--- src/logic/bridge_pkg.sv ---
package bridge_pkg;

  typedef logic [31:0] addr_t;
  typedef logic [31:0] word_t;
  typedef logic [3:0] strb_t;
  typedef logic [3:0] axi_id_t;
  typedef logic [7:0] axi_len_t;
  typedef logic [1:0] beat_cnt_t;  // Beat index inside a line

  // Refill size, same encoding as the caches put on rd_type
  typedef enum logic [2:0] {
    REQ_WORD = 3'b010,
    REQ_LINE = 3'b100
  } req_type_e;

  localparam axi_id_t ID_INST = 4'd0;
  localparam axi_id_t ID_DATA = 4'd1;

  localparam int LINE_BEATS = 4;
  localparam axi_len_t LEN_LINE = axi_len_t'(LINE_BEATS - 1);
  localparam axi_len_t LEN_WORD = 8'd0;

  localparam logic [2:0] AXI_SIZE_WORD = 3'b010;  // 4 bytes per beat
  localparam logic [1:0] AXI_BURST_INCR = 2'b01;

  // One pending AR transfer
  typedef struct packed {
    axi_id_t  id;
    addr_t    addr;
    axi_len_t len;
  } rd_req_t;

  typedef enum logic [1:0] {
    W_IDLE,
    W_SEND,
    W_WAIT_B
  } write_state_e;

endpackage

--- src/logic/mem_bridge_top.sv ---
`timescale 1ns/1ps

module mem_bridge_top (
  input  logic                  aclk,
  input  logic                  reset,

  input  logic                  inst_rd_req,
  input  bridge_pkg::req_type_e inst_rd_type,
  input  bridge_pkg::addr_t     inst_rd_addr,
  output logic                  inst_rd_rdy,
  output logic                  inst_ret_valid,
  output logic                  inst_ret_last,
  output bridge_pkg::word_t     inst_ret_data,

  input  logic                  data_rd_req,
  input  bridge_pkg::req_type_e data_rd_type,
  input  bridge_pkg::addr_t     data_rd_addr,
  output logic                  data_rd_rdy,
  output logic                  data_ret_valid,
  output logic                  data_ret_last,
  output bridge_pkg::word_t     data_ret_data,

  input  logic                  data_wr_req,
  input  bridge_pkg::addr_t     data_wr_addr,
  input  bridge_pkg::strb_t     data_wr_wstrb,
  input  bridge_pkg::word_t     data_wr_data,
  output logic                  data_wr_rdy,

  output bridge_pkg::axi_id_t   arid,
  output bridge_pkg::addr_t     araddr,
  output bridge_pkg::axi_len_t  arlen,
  output logic [2:0]            arsize,
  output logic [1:0]            arburst,
  output logic                  arvalid,
  input  logic                  arready,

  input  bridge_pkg::axi_id_t   rid,
  input  bridge_pkg::word_t     rdata,
  input  logic                  rlast,
  input  logic                  rvalid,
  output logic                  rready,

  output bridge_pkg::axi_id_t   awid,
  output bridge_pkg::addr_t     awaddr,
  output bridge_pkg::axi_len_t  awlen,
  output logic [2:0]            awsize,
  output logic [1:0]            awburst,
  output logic                  awvalid,
  input  logic                  awready,

  output bridge_pkg::word_t     wdata,
  output bridge_pkg::strb_t     wstrb,
  output logic                  wlast,
  output logic                  wvalid,
  input  logic                  wready,

  input  logic                  bvalid,
  output logic                  bready
);

  logic                inst_busy;
  logic                data_busy;
  logic                write_busy;
  logic                issue_valid;
  bridge_pkg::axi_id_t issue_id;
  bridge_pkg::rd_req_t ar_slot;

  assign arid    = ar_slot.id;
  assign araddr  = ar_slot.addr;
  assign arlen   = ar_slot.len;
  assign arsize  = bridge_pkg::AXI_SIZE_WORD;
  assign arburst = bridge_pkg::AXI_BURST_INCR;

  assign awlen   = bridge_pkg::LEN_WORD;  // Stores are one beat
  assign awsize  = bridge_pkg::AXI_SIZE_WORD;
  assign awburst = bridge_pkg::AXI_BURST_INCR;

  read_request_arbiter read_request_arbiter_0 (
    .aclk        (aclk),
    .reset       (reset),
    .inst_rd_req (inst_rd_req),
    .inst_rd_type(inst_rd_type),
    .inst_rd_addr(inst_rd_addr),
    .data_rd_req (data_rd_req),
    .data_rd_type(data_rd_type),
    .data_rd_addr(data_rd_addr),
    .inst_busy   (inst_busy),
    .data_busy   (data_busy),
    .write_busy  (write_busy),
    .arready     (arready),
    .inst_rd_rdy (inst_rd_rdy),
    .data_rd_rdy (data_rd_rdy),
    .issue_valid (issue_valid),
    .issue_id    (issue_id),
    .ar          (ar_slot),
    .arvalid     (arvalid)
  );

  read_return_router read_return_router_0 (
    .aclk          (aclk),
    .reset         (reset),
    .issue_valid   (issue_valid),
    .issue_id      (issue_id),
    .rid           (rid),
    .rdata         (rdata),
    .rlast         (rlast),
    .rvalid        (rvalid),
    .rready        (rready),
    .inst_busy     (inst_busy),
    .data_busy     (data_busy),
    .inst_ret_valid(inst_ret_valid),
    .inst_ret_last (inst_ret_last),
    .inst_ret_data (inst_ret_data),
    .data_ret_valid(data_ret_valid),
    .data_ret_last (data_ret_last),
    .data_ret_data (data_ret_data)
  );

  write_issue_engine write_issue_engine_0 (
    .aclk      (aclk),
    .reset     (reset),
    .wr_req    (data_wr_req),
    .wr_addr   (data_wr_addr),
    .wr_wstrb  (data_wr_wstrb),
    .wr_data   (data_wr_data),
    .awready   (awready),
    .wready    (wready),
    .bvalid    (bvalid),
    .wr_rdy    (data_wr_rdy),
    .write_busy(write_busy),
    .awid      (awid),
    .awaddr    (awaddr),
    .awvalid   (awvalid),
    .wdata     (wdata),
    .wstrb     (wstrb),
    .wlast     (wlast),
    .wvalid    (wvalid),
    .bready    (bready)
  );

endmodule

--- src/logic/read_request_arbiter.sv ---
`timescale 1ns/1ps

module read_request_arbiter (
  input  logic                  aclk,
  input  logic                  reset,
  input  logic                  inst_rd_req,
  input  bridge_pkg::req_type_e inst_rd_type,
  input  bridge_pkg::addr_t     inst_rd_addr,
  input  logic                  data_rd_req,
  input  bridge_pkg::req_type_e data_rd_type,
  input  bridge_pkg::addr_t     data_rd_addr,
  input  logic                  inst_busy,
  input  logic                  data_busy,
  input  logic                  write_busy,
  input  logic                  arready,
  output logic                  inst_rd_rdy,
  output logic                  data_rd_rdy,
  output logic                  issue_valid,
  output bridge_pkg::axi_id_t   issue_id,
  output bridge_pkg::rd_req_t   ar,
  output logic                  arvalid
);

  logic slot_full;
  logic inst_take;
  logic data_take;
  bridge_pkg::rd_req_t next_req;

  // Burst shape and aligned start address for one refill
  function automatic bridge_pkg::rd_req_t build_req(bridge_pkg::axi_id_t id,
                                                    bridge_pkg::req_type_e kind,
                                                    bridge_pkg::addr_t addr);
    bridge_pkg::rd_req_t req;
    req.id = id;
    if (kind == bridge_pkg::REQ_LINE) begin
      req.addr = {addr[31:4], 4'b0000};  // 16-byte line
      req.len  = bridge_pkg::LEN_LINE;
    end else begin
      req.addr = {addr[31:2], 2'b00};
      req.len  = bridge_pkg::LEN_WORD;
    end
    return req;
  endfunction

  // Data reads go first but wait behind an open store
  assign data_rd_rdy = !slot_full && !data_busy && !write_busy;
  assign inst_rd_rdy = !slot_full && !inst_busy && !data_rd_req;

  assign data_take = data_rd_req && data_rd_rdy;
  assign inst_take = inst_rd_req && inst_rd_rdy;

  assign issue_valid = data_take || inst_take;
  assign issue_id    = data_take ? bridge_pkg::ID_DATA : bridge_pkg::ID_INST;

  assign next_req = data_take ? build_req(issue_id, data_rd_type, data_rd_addr)
                              : build_req(issue_id, inst_rd_type, inst_rd_addr);

  always_ff @(posedge aclk) begin
    if (reset) begin
      slot_full <= 1'b0;
    end else if (issue_valid) begin
      slot_full <= 1'b1;
    end else if (arvalid && arready) begin
      slot_full <= 1'b0;  // AR taken, slot reopens next cycle
    end
  end

  always_ff @(posedge aclk) begin
    if (issue_valid) begin
      ar <= next_req;
    end
  end

  assign arvalid = slot_full;

endmodule

--- src/logic/read_return_router.sv ---
`timescale 1ns/1ps

module read_return_router (
  input  logic                aclk,
  input  logic                reset,
  input  logic                issue_valid,
  input  bridge_pkg::axi_id_t issue_id,
  input  bridge_pkg::axi_id_t rid,
  input  bridge_pkg::word_t   rdata,
  input  logic                rlast,
  input  logic                rvalid,
  output logic                rready,
  output logic                inst_busy,
  output logic                data_busy,
  output logic                inst_ret_valid,
  output logic                inst_ret_last,
  output bridge_pkg::word_t   inst_ret_data,
  output logic                data_ret_valid,
  output logic                data_ret_last,
  output bridge_pkg::word_t   data_ret_data
);

  logic beat;
  logic inst_hit;
  logic data_hit;
  bridge_pkg::beat_cnt_t inst_beat;
  bridge_pkg::beat_cnt_t data_beat;

  assign beat     = rvalid && rready;
  assign inst_hit = beat && (rid == bridge_pkg::ID_INST);
  assign data_hit = beat && (rid == bridge_pkg::ID_DATA);

  // Outstanding flags and beat counters, one set per id
  always_ff @(posedge aclk) begin
    if (reset) begin
      rready    <= 1'b0;
      inst_busy <= 1'b0;
      data_busy <= 1'b0;
      inst_beat <= '0;
      data_beat <= '0;
    end else begin
      rready <= 1'b1;  // Always sink R after reset
      if (issue_valid && issue_id == bridge_pkg::ID_INST) begin
        inst_busy <= 1'b1;
      end else if (inst_hit && rlast) begin
        inst_busy <= 1'b0;
      end
      if (issue_valid && issue_id == bridge_pkg::ID_DATA) begin
        data_busy <= 1'b1;
      end else if (data_hit && rlast) begin
        data_busy <= 1'b0;
      end
      if (inst_hit) begin
        inst_beat <= rlast ? '0 : inst_beat + 1'b1;
      end
      if (data_hit) begin
        data_beat <= rlast ? '0 : data_beat + 1'b1;
      end
    end
  end

  always_ff @(posedge aclk) begin
    if (reset) begin
      inst_ret_valid <= 1'b0;
      inst_ret_last  <= 1'b0;
      data_ret_valid <= 1'b0;
      data_ret_last  <= 1'b0;
    end else begin
      inst_ret_valid <= inst_hit;
      inst_ret_last  <= inst_hit && rlast;
      data_ret_valid <= data_hit;
      data_ret_last  <= data_hit && rlast;
    end
  end

  always_ff @(posedge aclk) begin
    if (inst_hit) begin
      inst_ret_data <= rdata;
    end
    if (data_hit) begin
      data_ret_data <= rdata;
    end
  end

endmodule

--- src/logic/write_issue_engine.sv ---
`timescale 1ns/1ps

module write_issue_engine (
  input  logic                aclk,
  input  logic                reset,
  input  logic                wr_req,
  input  bridge_pkg::addr_t   wr_addr,
  input  bridge_pkg::strb_t   wr_wstrb,
  input  bridge_pkg::word_t   wr_data,
  input  logic                awready,
  input  logic                wready,
  input  logic                bvalid,
  output logic                wr_rdy,
  output logic                write_busy,
  output bridge_pkg::axi_id_t awid,
  output bridge_pkg::addr_t   awaddr,
  output logic                awvalid,
  output bridge_pkg::word_t   wdata,
  output bridge_pkg::strb_t   wstrb,
  output logic                wlast,
  output logic                wvalid,
  output logic                bready
);

  bridge_pkg::write_state_e state_q;
  bridge_pkg::write_state_e state_d;
  logic aw_done;
  logic w_done;
  logic aw_fire;
  logic w_fire;
  logic b_fire;

  assign wr_rdy     = (state_q == bridge_pkg::W_IDLE);
  assign write_busy = (state_q != bridge_pkg::W_IDLE);

  // AW and W run independently once the store is latched
  assign awvalid = (state_q == bridge_pkg::W_SEND) && !aw_done;
  assign wvalid  = (state_q == bridge_pkg::W_SEND) && !w_done;
  assign bready  = (state_q == bridge_pkg::W_WAIT_B);

  assign aw_fire = awvalid && awready;
  assign w_fire  = wvalid && wready;
  assign b_fire  = bvalid && bready;

  assign awid  = bridge_pkg::ID_DATA;
  assign wlast = 1'b1;  // Single beat

  always_comb begin
    state_d = state_q;
    case (state_q)
      bridge_pkg::W_IDLE: begin
        if (wr_req) state_d = bridge_pkg::W_SEND;
      end
      bridge_pkg::W_SEND: begin
        if ((aw_done || aw_fire) && (w_done || w_fire)) state_d = bridge_pkg::W_WAIT_B;
      end
      bridge_pkg::W_WAIT_B: begin
        if (b_fire) state_d = bridge_pkg::W_IDLE;
      end
      default: state_d = bridge_pkg::W_IDLE;
    endcase
  end

  always_ff @(posedge aclk) begin
    if (reset) begin
      state_q <= bridge_pkg::W_IDLE;
    end else begin
      state_q <= state_d;
    end
  end

  always_ff @(posedge aclk) begin
    if (reset || state_q == bridge_pkg::W_IDLE) begin
      aw_done <= 1'b0;
      w_done  <= 1'b0;
    end else begin
      if (aw_fire) aw_done <= 1'b1;
      if (w_fire) w_done <= 1'b1;
    end
  end

  // Store payload, captured on acceptance
  always_ff @(posedge aclk) begin
    if (wr_req && wr_rdy) begin
      awaddr <= {wr_addr[31:2], 2'b00};
      wdata  <= wr_data;
      wstrb  <= wr_wstrb;
    end
  end

endmodule

--- config.mk ---
export PLATFORM = sky130hd
export DESIGN_NAME = mem_bridge_top
export DESIGN_NICKNAME = d
export VERILOG_FILES = /design/src/logic/bridge_pkg.sv /design/src/logic/mem_bridge_top.sv /design/src/logic/read_request_arbiter.sv /design/src/logic/read_return_router.sv /design/src/logic/write_issue_engine.sv
export SDC_FILE = /design/constraint.sdc
export NUM_CORES = 1
export LEC_CHECK = 0
export ABC_AREA = 1
export BUFFER_PORTS_ARGS = -buffer_cell sky130_fd_sc_hd__buf_2
export CAP_MARGIN = 0
export CORE_AREA = 3 3 152 154
export CTS_CLUSTER_SIZE = 8
export DETAILED_ROUTE_END_ITERATION = 16
export DIE_AREA = 0 0 155 157
export PLACE_DENSITY_LB_ADDON = 0.3
export SYNTH_ARGS = -nofsm -noshare
export SYNTH_HDL_FRONTEND = slang
export SYNTH_SLANG_ARGS = --single-unit
export TNS_END_PERCENT = 30
--- constraint.sdc ---
create_clock -name aclk -period 3.6 [get_ports aclk]
set_input_delay 1.08 -clock aclk [delete_from_list [all_inputs] [get_ports aclk]]
set_output_delay 1.08 -clock aclk [all_outputs]
set_load 0.03 [all_outputs]
==> Word level (Yosys, flattened, before mapping) <==
Index checks and enable logic that the tools add are counted.
{ "classes": {"n_eq_ne": 9, "muxes": 15, "reduce_logical": 40} }
{ "op_table": {"columns": ["cell", "count"], "rows": [
  ["$mux W40", 1],
  ["$mux W12", 2],
  ["$logic_and A1 B1 Y1", 21],
  ["$logic_not A4 Y1", 2],
  ["$mux W1", 8],
  ["$reduce_bool A2 Y1", 4],
  ["$logic_not A1 Y1", 7],
  ["$eq A3 B3 Y1 const B", 2],
  ["$mux W2", 3],
  ["$ne A2 B2 Y1 const B", 3],
  ["$pmux W2 S3", 1],
  ["$eq A4 B1 Y1 const B", 1],
  ["$logic_or A1 B1 Y1", 4],
  ["$reduce_and A3 Y1", 1],
  ["$eq A2 B1 Y1 const B", 1],
  ["$eq A2 B2 Y1 const B", 1],
  ["$logic_not A2 Y1", 1],
  ["$eq A1 B1 Y1 const B", 1]
]} }
{ "totals": {"ff_bits": 183, "in_bits": 185, "output_inout_bits": 211, "wordCells": 83} }

==> Depth between registers and ports, before layout <==
{ "depth": {"ltp_word": 8, "depth_mapped": 7, "ltp_nobuf": 6} }

==> By module <==
From an unflattened synthesis, not the netlist that was laid out.
{ "hier_totals": {"cells_unflattened": 391, "area_unflattened_um2": 6178.4} }
{ "by_module_without_submodules": {"columns": ["module", "instances", "cells_each", "area_each_um2", "seq_area_each_um2"], "rows": [
  ["write_issue_engine", 1, 105, 2240.9, 2062.0],
  ["read_return_router", 1, 97, 2197.1, 2062.0],
  ["read_request_arbiter", 1, 169, 1597.8, 980.9],
  ["mem_bridge_top", 1, 20, 142.6, 0.0]
]} }

==> Least setup slack after synthesis <==
No wires, ideal clock.
{ "synth_path": {"kind": "input-to-reg", "from": "in data_wr_req", "to": "reg write_issue_engine_0.awaddr[10] (enable)", "setup_ps": 420, "arrival_time_ps": 2442, "t_required_ps": 3180, "setup_slack_ps": 738, "stages": 2, "path_buffers": 0, "path_cell_list": "nand2_1 -> inv_1"} }
{ "synth_via": {"elab_chain_cells": 1} }
{ "synth_rtl": {"columns": ["element", "line_no", "source"], "rows": [
  ["start, declared", "mem_bridge_top.sv:23", "input logic data_wr_req,"],
  ["$logic_and A1 B1 Y1", "write_issue_engine.sv:84", "if (wr_req && wr_rdy) begin"],
  ["end signal, assigned", "write_issue_engine.sv:85", "awaddr <= {wr_addr[31:2], 2'b00};"],
  ["end, declared", "write_issue_engine.sv:16", "output bridge_pkg::addr_t awaddr,"]
]} }
No other way between the ends.
A chain may end at the register's enable or synchronous reset.

==> Worst setup path after layout <==
{ "layout_path": {"from": "in data_rd_req", "to": "out inst_rd_rdy"} }
{ "layout_via": {"elab_chain_cells": 2} }
{ "layout_rtl": {"columns": ["element", "line_no", "source"], "rows": [
  ["start, declared", "mem_bridge_top.sv:15", "input logic data_rd_req,"],
  ["$logic_not A1 Y1", "read_request_arbiter.sv:47", "assign inst_rd_rdy = !slot_full && !inst_busy && !data_rd_req;"],
  ["$logic_and A1 B1 Y1", "read_request_arbiter.sv:47", null],
  ["end, declared", "mem_bridge_top.sv:10", "output logic inst_rd_rdy,"]
]} }
No other way between the ends.

==> flow_summary.json <==
{
  "status": "finished, final reports clean",
  "rsz0062_at_grt": "no",
  "vdd_drop_max_uv": 282,
  "crit_top_cell": "buf_2",
  "fin_worst_skew_ns": 0.00998,
  "cts_tree": "built",
  "combPwrFrac": 0.147,
  "startpoint_type": "input pin",
  "dieHeight_microns": 157,
  "cts_buffers": 17,
  "wl_per_cell_microns": 15.8,
  "ys_ff_latch": 174,
  "drc": 0,
  "p_clk_frac": 0.375,
  "synth-adder-area-share": 0,
  "antenna_left": 0,
  "firstDrtPassIters": 4,
  "muxShareOfSynthArea": 0,
  "clock_path_buffers": 2,
  "grt_max_degree": 34,
  "drtIter0Drc": 256,
  "worstSetupEndpointType": "output port",
  "period_minus_slack_ns": 2.66,
  "yosysSeqAreaShare": 0.839,
  "synth_compound_area_frac": 0.00637,
  "slew_violations": 0,
  "cts_sinks": 174,
  "power.density_nw_per_um2": 582,
  "grt_pass1_vias": 3937,
  "fp.dieW_microns": 155,
  "area_growth_pct": 42.4,
  "p_leak_uw": 0.00391,
  "post_cts_buffers": 0,
  "clockRootBuffer": "clkbuf_16",
  "synth-simple-area-share": 0.0890,
  "syn_area_per_cell_sq_um": 16.2,
  "synth_ff_type": "edfxtp_1",
  "ys_async_sr_fraction": 0,
  "antenna_found_initial": 1,
  "switchingPower_uw": 1510,
  "post_cts_resized": 0,
  "yosysUniqueCellTypes": 21,
  "multi_input_area_sq_um": 716,
  "path_clk_slew_ns": 0.08,
  "crit_chain": "buf_2, nor3_1, buf_2",
  "vias": 4111,
  "hp-class": "reg -> reg",
  "yosys.area_share.xor_xnor": 0,
  "sequentialPowerShare": 0.478,
  "start_util": 0.279,
  "finalSetupTns_ns": 0,
  "max_freq_ghz": 0.376,
  "cp.required_ns": 2.52,
  "finalHoldViolations": 0,
  "gp_congestion": 0.735,
  "final_layout_size_suffix_gt1_frac": 0.522,
  "hold_buffers": 0,
  "yosysWarnings": 0,
  "p_int_uw": 3530,
  "grt_use_total": 0.128,
  "register_area_sq_um": 5100,
  "critPathKind": "in -> out",
  "setup_viol": 0,
  "critPathSlowestCell": "buf_2",
  "syn_inst": 376,
  "maxSlewHeadroom": 0.501,
  "drv_cap": 0,
  "pin_count": 396,
  "fillCellCount": 2117,
  "dieArea_sq_um": 24300,
  "wl_mm": 16.4,
  "crit_fanout": 3,
  "fin_crit_sh": 0.738,
  "arrival_ns": 1.58,
  "grt_pass1_wl_mm": 23.2,
  "nets": 928,
  "h-tree-depth": 4,
  "viasPerCell": 3.96,
  "clock_latency_ns": 0.42,
  "synth_edf_count": 162,
  "dp_hpwl_mm": 12.6,
  "coreArea_sq_um": 21800,
  "dp_slack_ns": 0.925,
  "overflow": 0,
  "synth_area_sq_um": 6090,
  "critPathMaxStageDelay_ns": 0.23,
  "max_slew.worst_pin.slew_ns": 0.748,
  "synth_top_family_by_area": "simple AND/OR/NAND/NOR gates",
  "swShare": 0.300,
  "io_buffer_count": 353,
  "rows": 54,
  "worst_slack_ns": 0.942
}
[per-stage QoR]
step / hold WS [ns] / std cells / cell area [sq um] / utilization / total power (uW)
3_3_place_gp: 0.488 / 1004 / 8040 / 0.368 / 3200
4_1_cts: 0.502 / 1036 / 8670 / 0.397 / 5140
6_report: 0.504 / 1037 / 8670 / 0.397 / 5050
5_1_grt: 0.524 / 1037 / 8670 / 0.397 / 5280
3_5_place_dp: 0.491 / 1004 / 8040 / 0.368 / 3210
2_1_floorplan: 0.448 / 410 / 6210 / - / 2970
[Yosys cell counts (2+ instances only)]
| cell | instances | area [sq um] |
|---|---|---|
| edfxtp_1 | 162 | 4860 |
| nand2_1 | 101 | 379 |
| buf_4 | 37 | 278 |
| inv_1 | 16 | 60.1 |
| nor2_1 | 15 | 56.3 |
| dfxtp_1 | 12 | 240 |
| nor3_1 | 5 | 25.0 |
| a21oi_1 | 4 | 20.0 |
| nand3_1 | 4 | 20.0 |
| buf_2 | 3 | 15.0 |
| buf_6 | 3 | 33.8 |
| and3_1 | 2 | 12.5 |
| conb_1 | 2 | 7.51 |
| nand4_1 | 2 | 12.5 |
| o21ai_0 | 2 | 10.0 |
[critical path: cells and delay by family]
family | cells | cell delay (ns)
AND/OR/NAND/NOR | 1 | 0.14
buffers and inverters | 2 | 0.36
[layout make-up]
cell class / instances / share of cell area
inverters: 17 / 0.00736
clock buffers: 17 / 0.0491
diodes: 1 / 0.000289
well taps: 280 / 0.0404
multi-input cells: 175 / 0.0826
clock inverters: 15 / 0.0234
flip-flops and latches: 174 / 0.589
repair buffers: 358 / 0.208
[metal layers]
metal  share of wire  track usage
met5               0            0
met1            0.38        0.148
met3           0.096       0.0445
met4           0.013       0.0399
met2            0.51        0.223
[registers in the layout (all words and copies together), names as in the netlist, 2 cells and up]
name / flops
write_issue_engine_0.awaddr: 30
read_return_router_0.inst_ret_data: 32
read_request_arbiter_0.ar: 32
write_issue_engine_0.wdata: 32
write_issue_engine_0.state_q: 2
write_issue_engine_0.wstrb: 4
read_return_router_0.data_ret_data: 32
[cells by family (layout without fill, tap and decap cells)]
family          Yosys count  count (layout)
flops                   174             174
buf+inv                  61             407
simple gates            132             132
other cells               2              37
compound gates            7               7
[worst paths after layout]
path | from | end | slack (ns) | cells past startpoint
max | data_rd_req | inst_rd_rdy | 0.94 | 3
min | read_return_router_0.inst_busy | read_return_router_0.inst_busy | 0.50 | 2
max reg2reg | write_issue_engine_0.state_q[0] | write_issue_engine_0.wdata[22] | 1.59 | 4
min reg2reg | read_return_router_0.inst_busy | read_return_router_0.inst_busy | 0.50 | 2
[power groups by stage]
| stage | Combinational, uW | Clock, uW | Sequential, uW |
|---|---|---|---|
| 6_report | 741 | 1890 | 2410 |
| 5_1_grt | 799 | 2050 | 2430 |
| 4_1_cts | 754 | 1970 | 2420 |
| 3_5_place_dp | 754 | 0 | 2460 |
| 3_3_place_gp | 747 | 0 | 2460 |
| 2_1_floorplan | 258 | 0 | 2710 |
[placed cells by master, fill, tap and decap left out]
cell type	instances
nand2_1	101
conb_1	36
clkinvlp_4	1
clkinv_4	1
nand3_1	4
diode_2	1
a21oi_2	1
buf_4	5
inv_1	15
nor2_4	1
inv_6	2
inv_12	3
nand3b_1	1
dfxtp_1	12
a21oi_1	4
nor2_1	15
o21ai_0	2
and3_1	2
nand3_4	1
nor3_1	5
clkinv_8	6
edfxtp_1	162
nand4_1	2
inv_8	2
buf_2	353
clkbuf_16	17
inv_2	2
(Power assumes the default switching activity.)
